$ cat config.mk
export PLATFORM = sky130hd
export DESIGN_NAME = sparse_feeder_top
export DESIGN_NICKNAME = d
export VERILOG_FILES = /design/src/logic/feeder_pkg.sv /design/src/logic/mem_arbiter.sv /design/src/logic/operand_fetch.sv /design/src/logic/operand_mem.sv /design/src/logic/pair_sequencer.sv /design/src/logic/sparse_feeder_top.sv
export SDC_FILE = /design/constraint.sdc
export NUM_CORES = 1
export LEC_CHECK = 0
export BUFFER_PORTS_ARGS = -buffer_cell sky130_fd_sc_hd__buf_2
export CAP_MARGIN = 40
export CORE_MARGIN = 2
export CORE_UTILIZATION = 55
export CTS_CLUSTER_DIAMETER = 60
export DETAILED_ROUTE_END_ITERATION = 8
export GPL_TIMING_DRIVEN = 0
export HOLD_SLACK_MARGIN = 0.05
export PLACE_DENSITY_LB_ADDON = 0.1
export SETUP_SLACK_MARGIN = 0.3
export SLEW_MARGIN = 40
export SYNTH_ARGS = -nofsm -noshare
export SYNTH_HDL_FRONTEND = slang
export SYNTH_HIERARCHICAL = 1
export SYNTH_SLANG_ARGS = --single-unit
export TNS_END_PERCENT = 30
$ cat constraint.sdc
create_clock -name clk -period 6.5 [get_ports clk]
set_clock_uncertainty 0.1 [all_clocks]
set_input_delay 0 -clock clk [delete_from_list [all_inputs] [get_ports clk]]
set_output_delay 0 -clock clk [all_outputs]
set_load 0.01 [all_outputs]
$ cat src/logic/feeder_pkg.sv
// Operand widths, index types, memory word union, host/memory/pair structs, sequencer states
package feeder_pkg;

  // ==============================
  // Widths
  // ==============================
  localparam int DATA_WIDTH  = 8;
  localparam int IF_WIDTH    = 4;
  localparam int KERNEL_SIZE = 3;
  localparam int NUM_POS     = IF_WIDTH - KERNEL_SIZE + 1;
  localparam int WORD_WIDTH  = 32;
  localparam int ADDR_WIDTH  = 5;
  localparam int ROW_WIDTH   = 4;

  // Bits left over above flags and weights
  localparam int PAD_WIDTH = WORD_WIDTH - KERNEL_SIZE - KERNEL_SIZE * DATA_WIDTH;

  typedef logic [1:0] act_index_t;
  typedef logic [1:0] wei_index_t;

  // ==============================
  // Memory word views
  // ==============================
  // Weight 0 sits in the low byte
  typedef struct packed {
    logic [PAD_WIDTH-1:0]                   pad;
    logic [KERNEL_SIZE-1:0]                 nz_flags;
    logic [KERNEL_SIZE-1:0][DATA_WIDTH-1:0] wei;
  } wei_view_t;

  typedef union packed {
    logic [IF_WIDTH-1:0][DATA_WIDTH-1:0] act_view;
    wei_view_t                           wei_view;
  } operand_word_u;

  // ==============================
  // Request and output bundles
  // ==============================
  typedef struct packed {
    logic                  valid;
    logic [ADDR_WIDTH-1:0] addr;
    logic [WORD_WIDTH-1:0] data;
  } host_wr_t;

  typedef struct packed {
    logic                  en;
    logic                  we;
    logic [ADDR_WIDTH-1:0] addr;
    logic [WORD_WIDTH-1:0] data;
  } mem_req_t;

  typedef struct packed {
    logic [DATA_WIDTH-1:0] act;
    logic [DATA_WIDTH-1:0] wei;
    act_index_t            act_index;
    wei_index_t            wei_col_index;
    logic [ROW_WIDTH-1:0]  row_index;
  } pair_t;

  typedef enum logic [1:0] {
    PREP,
    TRAN,
    COMP,
    WAIT
  } seq_state_e;

endpackage

$ cat src/logic/mem_arbiter.sv
// Fixed-priority arbiter for host writes and the two operand fetchers
`timescale 1ns/1ps

module mem_arbiter
  import feeder_pkg::*;
(
  input  logic                  clk,
  input  logic                  reset,
  input  host_wr_t              host_wr,
  input  logic                  wei_req,
  input  logic [ADDR_WIDTH-1:0] wei_addr,
  input  logic                  act_req,
  input  logic [ADDR_WIDTH-1:0] act_addr,
  output logic                  wei_grant,
  output logic                  act_grant,
  output mem_req_t              mem_req
);

  // Set for one cycle after a grant
  logic wei_hold;
  logic act_hold;

  // ==============================
  // Priority: host, weight, activation
  // ==============================
  assign wei_grant = wei_req && !wei_hold && !host_wr.valid;
  assign act_grant = act_req && !act_hold && !host_wr.valid && !wei_grant;

  always_comb begin
    mem_req = '0;
    if (host_wr.valid) begin
      mem_req.en   = 1'b1;
      mem_req.we   = 1'b1;
      mem_req.addr = host_wr.addr;
      mem_req.data = host_wr.data;
    end else if (wei_grant) begin
      mem_req.en   = 1'b1;
      mem_req.addr = wei_addr;
    end else if (act_grant) begin
      mem_req.en   = 1'b1;
      mem_req.addr = act_addr;
    end
  end

  // A requester just served is masked so a late request is not read twice
  always_ff @(posedge clk or negedge reset) begin
    if (!reset) begin
      wei_hold <= 1'b0;
      act_hold <= 1'b0;
    end else begin
      wei_hold <= wei_grant;
      act_hold <= act_grant;
    end
  end

endmodule

$ cat src/logic/operand_fetch.sv
// Operand fetcher that reads the word at base plus row and holds it
`timescale 1ns/1ps

module operand_fetch
  import feeder_pkg::*;
#(
  parameter int BASE_ADDR = 0
) (
  input  logic                  clk,
  input  logic                  reset,
  input  logic                  fetch,
  input  logic [ROW_WIDTH-1:0]  row_index,
  input  logic                  mem_grant,
  input  operand_word_u         rd_data,
  output logic                  mem_req,
  output logic [ADDR_WIDTH-1:0] mem_addr,
  output operand_word_u         word,
  output logic                  word_valid
);

  typedef enum logic [1:0] {
    F_IDLE,
    F_REQ,
    F_CAP
  } fetch_state_e;

  fetch_state_e          fstate;
  logic [ADDR_WIDTH-1:0] addr_q;
  logic [ADDR_WIDTH-1:0] row_addr;

  assign row_addr = ADDR_WIDTH'(BASE_ADDR) + ADDR_WIDTH'(row_index);

  // Request goes out in the fetch cycle itself
  assign mem_req  = fetch || (fstate == F_REQ);
  assign mem_addr = fetch ? row_addr : addr_q;

  always_ff @(posedge clk or negedge reset) begin
    if (!reset) begin
      fstate     <= F_IDLE;
      word_valid <= 1'b0;
    end else if (fetch) begin
      word_valid <= 1'b0;
      fstate     <= mem_grant ? F_CAP : F_REQ;
    end else begin
      case (fstate)
        F_REQ: begin
          if (mem_grant) begin
            fstate <= F_CAP;
          end
        end
        F_CAP: begin
          word_valid <= 1'b1;
          fstate     <= F_IDLE;
        end
        default: fstate <= F_IDLE;
      endcase
    end
  end

  // Read data lands the cycle after the grant
  always_ff @(posedge clk) begin
    if (fetch) begin
      addr_q <= row_addr;
    end
    if (fstate == F_CAP) begin
      word <= rd_data;
    end
  end

endmodule

$ cat src/logic/operand_mem.sv
// Single-port operand memory with one-cycle registered read
`timescale 1ns/1ps

module operand_mem
  import feeder_pkg::*;
#(
  parameter int MEM_DEPTH = 32
) (
  input  logic          clk,
  input  mem_req_t      req,
  output operand_word_u rd_data
);

  logic [WORD_WIDTH-1:0] mem [MEM_DEPTH];

  // Read returns the old contents on a write cycle
  always_ff @(posedge clk) begin
    if (req.en) begin
      if (req.we) begin
        mem[req.addr] <= req.data;
      end
      rd_data <= mem[req.addr];
    end
  end

endmodule

$ cat src/logic/pair_sequencer.sv
// Row sequencer that skips zero weights and emits activation/weight pairs
`timescale 1ns/1ps

module pair_sequencer
  import feeder_pkg::*;
(
  input  logic                 clk,
  input  logic                 reset,
  input  logic                 start,
  input  logic [ROW_WIDTH-1:0] num_rows,
  input  operand_word_u        act_word,
  input  operand_word_u        wei_word,
  input  logic                 words_valid,
  input  logic                 pair_ready,
  output logic                 fetch,
  output logic [ROW_WIDTH-1:0] row_index,
  output pair_t                pair,
  output logic                 pair_valid,
  output logic                 row_done,
  output logic [1:0]           row_val_num,
  output logic                 zero_flag,
  output logic                 busy
);

  typedef struct packed {
    logic       found;
    wei_index_t col;
  } col_pick_t;

  seq_state_e             state;
  seq_state_e             next_state;
  logic [ROW_WIDTH-1:0]   num_rows_q;
  act_index_t             pos_q;
  wei_index_t             col_q;
  act_index_t             act_sel;
  logic                   sel_done;
  logic [KERNEL_SIZE-1:0] flags;
  logic                   start_ok;
  logic                   words_ok;
  logic                   last_row;
  logic                   in_comp;
  logic                   xfer;
  logic                   load;
  logic                   zero_row_end;
  logic                   row_end;
  col_pick_t              first_pick;
  col_pick_t              next_pick;

  // Lowest set flag at or above column from
  function automatic col_pick_t find_col(input logic [KERNEL_SIZE-1:0] f,
                                         input wei_index_t from);
    col_pick_t pick;
    pick = '0;
    for (int c = KERNEL_SIZE - 1; c >= 0; c--) begin
      if (f[c] && (c >= int'(from))) begin
        pick.found = 1'b1;
        pick.col   = wei_index_t'(c);
      end
    end
    return pick;
  endfunction

  assign flags      = wei_word.wei_view.nz_flags;
  assign first_pick = find_col(flags, '0);
  assign next_pick  = find_col(flags, col_q + 1'b1);
  assign act_sel    = pos_q + col_q;

  // ==============================
  // Handshake and row control
  // ==============================
  assign start_ok = (state == PREP) && start && (num_rows != '0);
  // Words from the previous row are still flagged valid in the fetch cycle
  assign words_ok     = (state == TRAN) && !fetch && words_valid;
  assign last_row     = (row_index == num_rows_q - 1'b1);
  assign in_comp      = (state == COMP) || (state == WAIT);
  assign xfer         = pair_valid && pair_ready;
  assign load         = in_comp && !sel_done && (!pair_valid || pair_ready);
  assign zero_row_end = words_ok && (flags == '0);
  assign row_end      = zero_row_end || (in_comp && sel_done && xfer);
  assign busy         = (state != PREP) || row_done;

  always_comb begin
    next_state = state;
    case (state)
      PREP: begin
        if (start_ok) begin
          next_state = TRAN;
        end
      end
      TRAN: begin
        if (zero_row_end && last_row) begin
          next_state = PREP;
        end else if (words_ok && !zero_row_end) begin
          next_state = COMP;
        end
      end
      COMP, WAIT: begin
        if (row_end) begin
          next_state = last_row ? PREP : TRAN;
        end else if (pair_valid && !pair_ready) begin
          next_state = WAIT;
        end else begin
          next_state = COMP;
        end
      end
      default: next_state = PREP;
    endcase
  end

  always_ff @(posedge clk or negedge reset) begin
    if (!reset) begin
      state       <= PREP;
      num_rows_q  <= '0;
      row_index   <= '0;
      fetch       <= 1'b0;
      row_done    <= 1'b0;
      row_val_num <= '0;
      zero_flag   <= 1'b0;
      pos_q       <= '0;
      col_q       <= '0;
      sel_done    <= 1'b0;
      pair_valid  <= 1'b0;
    end else begin
      state    <= next_state;
      fetch    <= start_ok || (row_end && !last_row);
      row_done <= row_end;
      if (start_ok) begin
        num_rows_q <= num_rows;
        row_index  <= '0;
      end else if (row_end) begin
        row_index <= row_index + 1'b1;
      end
      // Cursor walks positions, then set columns in ascending order
      if (words_ok) begin
        row_val_num <= 2'($countones(flags));
        zero_flag   <= (flags == '0);
        pos_q       <= '0;
        col_q       <= first_pick.col;
        sel_done    <= !first_pick.found;
      end else if (load) begin
        if (next_pick.found) begin
          col_q <= next_pick.col;
        end else if (pos_q == act_index_t'(NUM_POS - 1)) begin
          sel_done <= 1'b1;
        end else begin
          pos_q <= pos_q + 1'b1;
          col_q <= first_pick.col;
        end
      end
      if (load) begin
        pair_valid <= 1'b1;
      end else if (xfer) begin
        pair_valid <= 1'b0;
      end
    end
  end

  // Output register, held while the consumer stalls
  always_ff @(posedge clk) begin
    if (load) begin
      pair.act           <= act_word.act_view[act_sel];
      pair.wei           <= wei_word.wei_view.wei[col_q];
      pair.act_index     <= act_sel;
      pair.wei_col_index <= col_q;
      pair.row_index     <= row_index;
    end
  end

endmodule

$ cat src/logic/sparse_feeder_top.sv
// Top level tying operand memory, arbiter, both fetchers and the pair sequencer
`timescale 1ns/1ps

module sparse_feeder_top
  import feeder_pkg::*;
#(
  parameter int MEM_DEPTH = 32,
  parameter int ACT_BASE  = 0,
  parameter int WEI_BASE  = 16
) (
  input  logic                 clk,
  input  logic                 reset,
  input  host_wr_t             host_wr,
  input  logic                 start,
  input  logic [ROW_WIDTH-1:0] num_rows,
  input  logic                 pair_ready,
  output pair_t                pair,
  output logic                 pair_valid,
  output logic                 row_done,
  output logic [1:0]           row_val_num,
  output logic                 zero_flag,
  output logic                 busy
);

  mem_req_t              mem_req;
  operand_word_u         rd_data;
  logic                  fetch;
  logic [ROW_WIDTH-1:0]  row_index;
  logic                  wei_req;
  logic                  act_req;
  logic [ADDR_WIDTH-1:0] wei_addr;
  logic [ADDR_WIDTH-1:0] act_addr;
  logic                  wei_grant;
  logic                  act_grant;
  operand_word_u         wei_word;
  operand_word_u         act_word;
  logic                  wei_valid;
  logic                  act_valid;

  // ==============================
  // Shared operand memory
  // ==============================
  operand_mem #(.MEM_DEPTH(MEM_DEPTH)) u_mem (
    .clk     (clk),
    .req     (mem_req),
    .rd_data (rd_data)
  );

  mem_arbiter u_arb (
    .clk       (clk),
    .reset     (reset),
    .host_wr   (host_wr),
    .wei_req   (wei_req),
    .wei_addr  (wei_addr),
    .act_req   (act_req),
    .act_addr  (act_addr),
    .wei_grant (wei_grant),
    .act_grant (act_grant),
    .mem_req   (mem_req)
  );

  // ==============================
  // Fetchers and sequencer
  // ==============================
  operand_fetch #(.BASE_ADDR(WEI_BASE)) fetch_wei (
    .clk        (clk),
    .reset      (reset),
    .fetch      (fetch),
    .row_index  (row_index),
    .mem_grant  (wei_grant),
    .rd_data    (rd_data),
    .mem_req    (wei_req),
    .mem_addr   (wei_addr),
    .word       (wei_word),
    .word_valid (wei_valid)
  );

  operand_fetch #(.BASE_ADDR(ACT_BASE)) fetch_act (
    .clk        (clk),
    .reset      (reset),
    .fetch      (fetch),
    .row_index  (row_index),
    .mem_grant  (act_grant),
    .rd_data    (rd_data),
    .mem_req    (act_req),
    .mem_addr   (act_addr),
    .word       (act_word),
    .word_valid (act_valid)
  );

  pair_sequencer u_seq (
    .clk         (clk),
    .reset       (reset),
    .start       (start),
    .num_rows    (num_rows),
    .act_word    (act_word),
    .wei_word    (wei_word),
    .words_valid (wei_valid && act_valid),
    .pair_ready  (pair_ready),
    .fetch       (fetch),
    .row_index   (row_index),
    .pair        (pair),
    .pair_valid  (pair_valid),
    .row_done    (row_done),
    .row_val_num (row_val_num),
    .zero_flag   (zero_flag),
    .busy        (busy)
  );

endmodule

==> results.txt <==
The CTS H-tree depth is 3. The max-cap check violation count came out at 0. Synthesis handed over a netlist of ~2400 instances.

The clock network power share came out at 36.8%. The path type of the worst min-delay path is input port to register. The data arrival time of the critical path is ~5.7 ns. The maximum clock frequency came out at roughly 0.18 GHz.

The number of violations reported at the end of detailed-routing iteration 0 is 2561. Adding up every negative setup slack in the final design gives 0 ns. The die is 290 um tall. The standard cell area after detailed placement is 48600 um^2.

The first TritonRoute pass finished after 6 iterations. The residual DRC count came out at 0. The internal reg-to-reg setup slack came out at around 1.1 ns. In this run the count of I/O pins placed on the die edge is 76. The combined global-route utilization of all metal layers came out at between 20 and 30%. Leaving out fill and tap cells, the most frequent cells in the layout are sky130_fd_sc_hd__edfxtp_1, sky130_fd_sc_hd__mux2i_1, sky130_fd_sc_hd__o22ai_1. On the critical path, the stage with the largest delay is an instance of sky130_fd_sc_hd__dfrtp_1. The post-CTS setup buffer count came out at 0. The via density per instance came out at just over 6.

The max-slew violation count is 0. TritonCTS built the clock tree. The root buffer cell is sky130_fd_sc_hd__clkbuf_16.

The starting density of the core is approximately 56%. The clock slew at the register clock pins of the worst setup and hold paths is roughly 0.060 ns. The standard-cell row count is approximately 100. The initial antenna violation count is 5. The share of post-route cells with drive strength above 1 came out at about a fifth.

The wire length of the first global-routing pass came out at ~170 mm. The delay of the slowest critical-path stage is between 0.5 and 0.6 ns. From synthesis to final layout, the design area changed by 17.6%. The fraction of power spent switching nets is between 20% and 30%. The net count after synthesis is approximately 2500. The post-synthesis cell area came out at around 45000 um^2.

The maximum fanout count along the critical path is 14. The total number of yosys warnings came out at 6. The pin slew with the least headroom to its limit came out at between 0.9 and 1 ns.

The setup-violating endpoint count in the final report is 0. The internal power is 13.6 mW. IR analysis of the VDD net gives a maximum drop of about 300 uV.

The most critical setup path has its endpoint at u_mem/mem[26][12]. The worst endpoint required time is slightly below 7 ns. The library cell used most frequently in the layout, excluding fill and tap cells, is sky130_fd_sc_hd__edfxtp_1. The count of antenna-violating nets left after detailed routing is 0. STA classifies the critical path startpoint as a register. In this run the worst setup path begins at u_seq/fetch. The ratio of total power to cell area is between 300 and 400 nW/um^2. The via count of the first global-routing pass came to around 24000. The clock insertion delay at the later pin of the skew report came out at ~0.69 ns.

The buffer levels on the longest clock path is 3. The register share of total power is approximately half. The number of nets in the layout came out at ~2800. The number of cells on the worst hold path came out at 4. The post-cts gate resize count is 0.

The path type of the worst setup path is register to register. Power comes to 18.0 mW. Together, buffers and inverters on the worst path number 9.

The critical path depth in cells came out at 15. From left edge to right edge, the die measures 290 um. Counting the buffers created by CTS gives 116. Setup repair after global routing left no endpoint under its margin. The core area is between 80000 and 90000 um^2. The number of clock sinks seen by CTS came out at roughly 1200.

Walking the worst path, the cells encountered are inv_1, nand2_1, nor2b_2, nor3_2, a21o_1, clkbuf_1, buf_4, buf_4, buf_2, nand4b_1, buf_4, nor3_2, buf_2, buf_2, buf_4. Dividing the detail-routed wire length by the instance count gives 29.8 um. The final design area excluding fillers is ~53000 um^2. The worst-case headroom to the max-slew limit came out at 33.0%. The number of filler instances in the final layout came out at ~5400. The static power due to leakage came out at 17.9 nW. The run finished with clean final reports. The endpoint identified for the worst register-to-register timing path is u_mem/mem[26][12]. The die covers 84200 um^2. The vias after detailed routing came out at around 25000. The number of buffers added to fix hold violations after cts is 49. The number of hold-slack violations in the final timing report is 0. Cells fill 65.6% of the core in the end. The synthesized area per cell is 18.5 um^2. The worst setup path is captured at a register.

The worst flop-to-flop path startpoint is u_seq/fetch. On the critical path the largest part of the delay comes from buffers and inverters. The final cycle utilization of the critical path is between 80% and 90%.

The sum of net half-perimeters after detailed placement is just over 80 mm. The pin count of the biggest net entering global routing came out at 36. The aggregate global routing overflow is 0. Among the stages of the critical path, the cell type that occurs most often is sky130_fd_sc_hd__buf_4. The combinational power share came out at between 10% and 20%. Counting cells, the worst reg-to-reg path comes to 15.

The number of port buffers is 75. The final layout contains routed wiring with a total length of 117 mm. The final RePlAce weighted congestion came out at approximately 0.84. The clock period minus worst slack came out at approximately 5.4 ns.

For this design the total switching power over the nets is between 4 and 5 mW.
==> registers in the layout, indices dropped and copies added, names as in the netlist, 2 cells and up <==
| name | flops |
|---|---|
| fetch_wei/fstate | 2 |
| u_seq/num_rows_q | 4 |
| u_seq/col_q | 2 |
| u_seq/row_index | 4 |
| u_seq/pos_q | 2 |
| fetch_wei/addr_q | 5 |
| u_seq/pair | 24 |
| fetch_wei/word | 27 |
| u_seq/row_val_num | 2 |
| u_mem/mem | 1024 |
| u_seq/state | 2 |
| fetch_act/fstate | 2 |
| fetch_act/addr_q | 5 |
| fetch_act/word | 32 |
| u_mem/rd_data | 32 |
==> worst min-delay path: stages <==
cell                            delay (ns)
sky130_fd_sc_hd__dlygate4sd3_1        0.53
sky130_fd_sc_hd__buf_2                0.14
sky130_fd_sc_hd__nand4_2              0.11
sky130_fd_sc_hd__a21o_1               0.12
==> through the flow <==
stage | hold slack [ns] | std cells | setup WS [ns]
after CTS | 0.0987 | 3925 | 0.702
final | 0.146 | 3933 | 1.06
after global routing | 0.150 | 3931 | 0.867
after floorplan | -0.396 | 2440 | 1.39
after global placement | -0.0575 | 3575 | -2.50
after detailed placement | -0.0310 | 3660 | 0.778
==> power groups by stage <==
stage               Combinational [mW]  Clock, mW  Sequential [mW]
floorplan                         1.26          0             9.24
global placement                  2.00          0             9.29
detailed placement                2.18          0             9.29
CTS                               2.24       6.71             9.13
global route                      2.38       7.00             9.17
finish                            2.25       6.62             9.13
==> metal layers <==
layer  track usage, %  vias up  part of all wire (%)
met5                0        -                 0.025
met4             9.48        4                   3.5
met3             5.20      244                   8.6
met2             45.6     1135                    48
met1             37.5    12600                    39
li1                 -    10500                     -
==> final cells by class <==
cell class	instances	area (um^2)	share of cell area (%)
sequential	1178	35100	66.3
multi-input combinational	1116	9530	18.0
clock buffer	136	2980	5.62
timing repair buffer	215	2430	4.59
tap	1060	1330	2.50
clock inverter	80	805	1.52
buffer	135	749	1.41
inverter	11	41.3	0.0779
antenna	2	5.00	0.00944
==> worst min-delay path by stage <==
stage	startpoint	to	slack (ns)
2_1_floorplan	reset	fetch_act/fstate[0]	-0.40
5_1_grt	pair_ready	u_seq/state[1]	0.15
4_1_cts	host_wr[19]	u_mem/mem[20][19]	0.1
6_report	pair_ready	u_seq/state[1]	0.15
3_3_place_gp	reset	u_seq/num_rows_q[1]	-0.06
3_5_place_dp	reset	u_seq/num_rows_q[0]	-0.03
(Power assumes the default switching activity.)
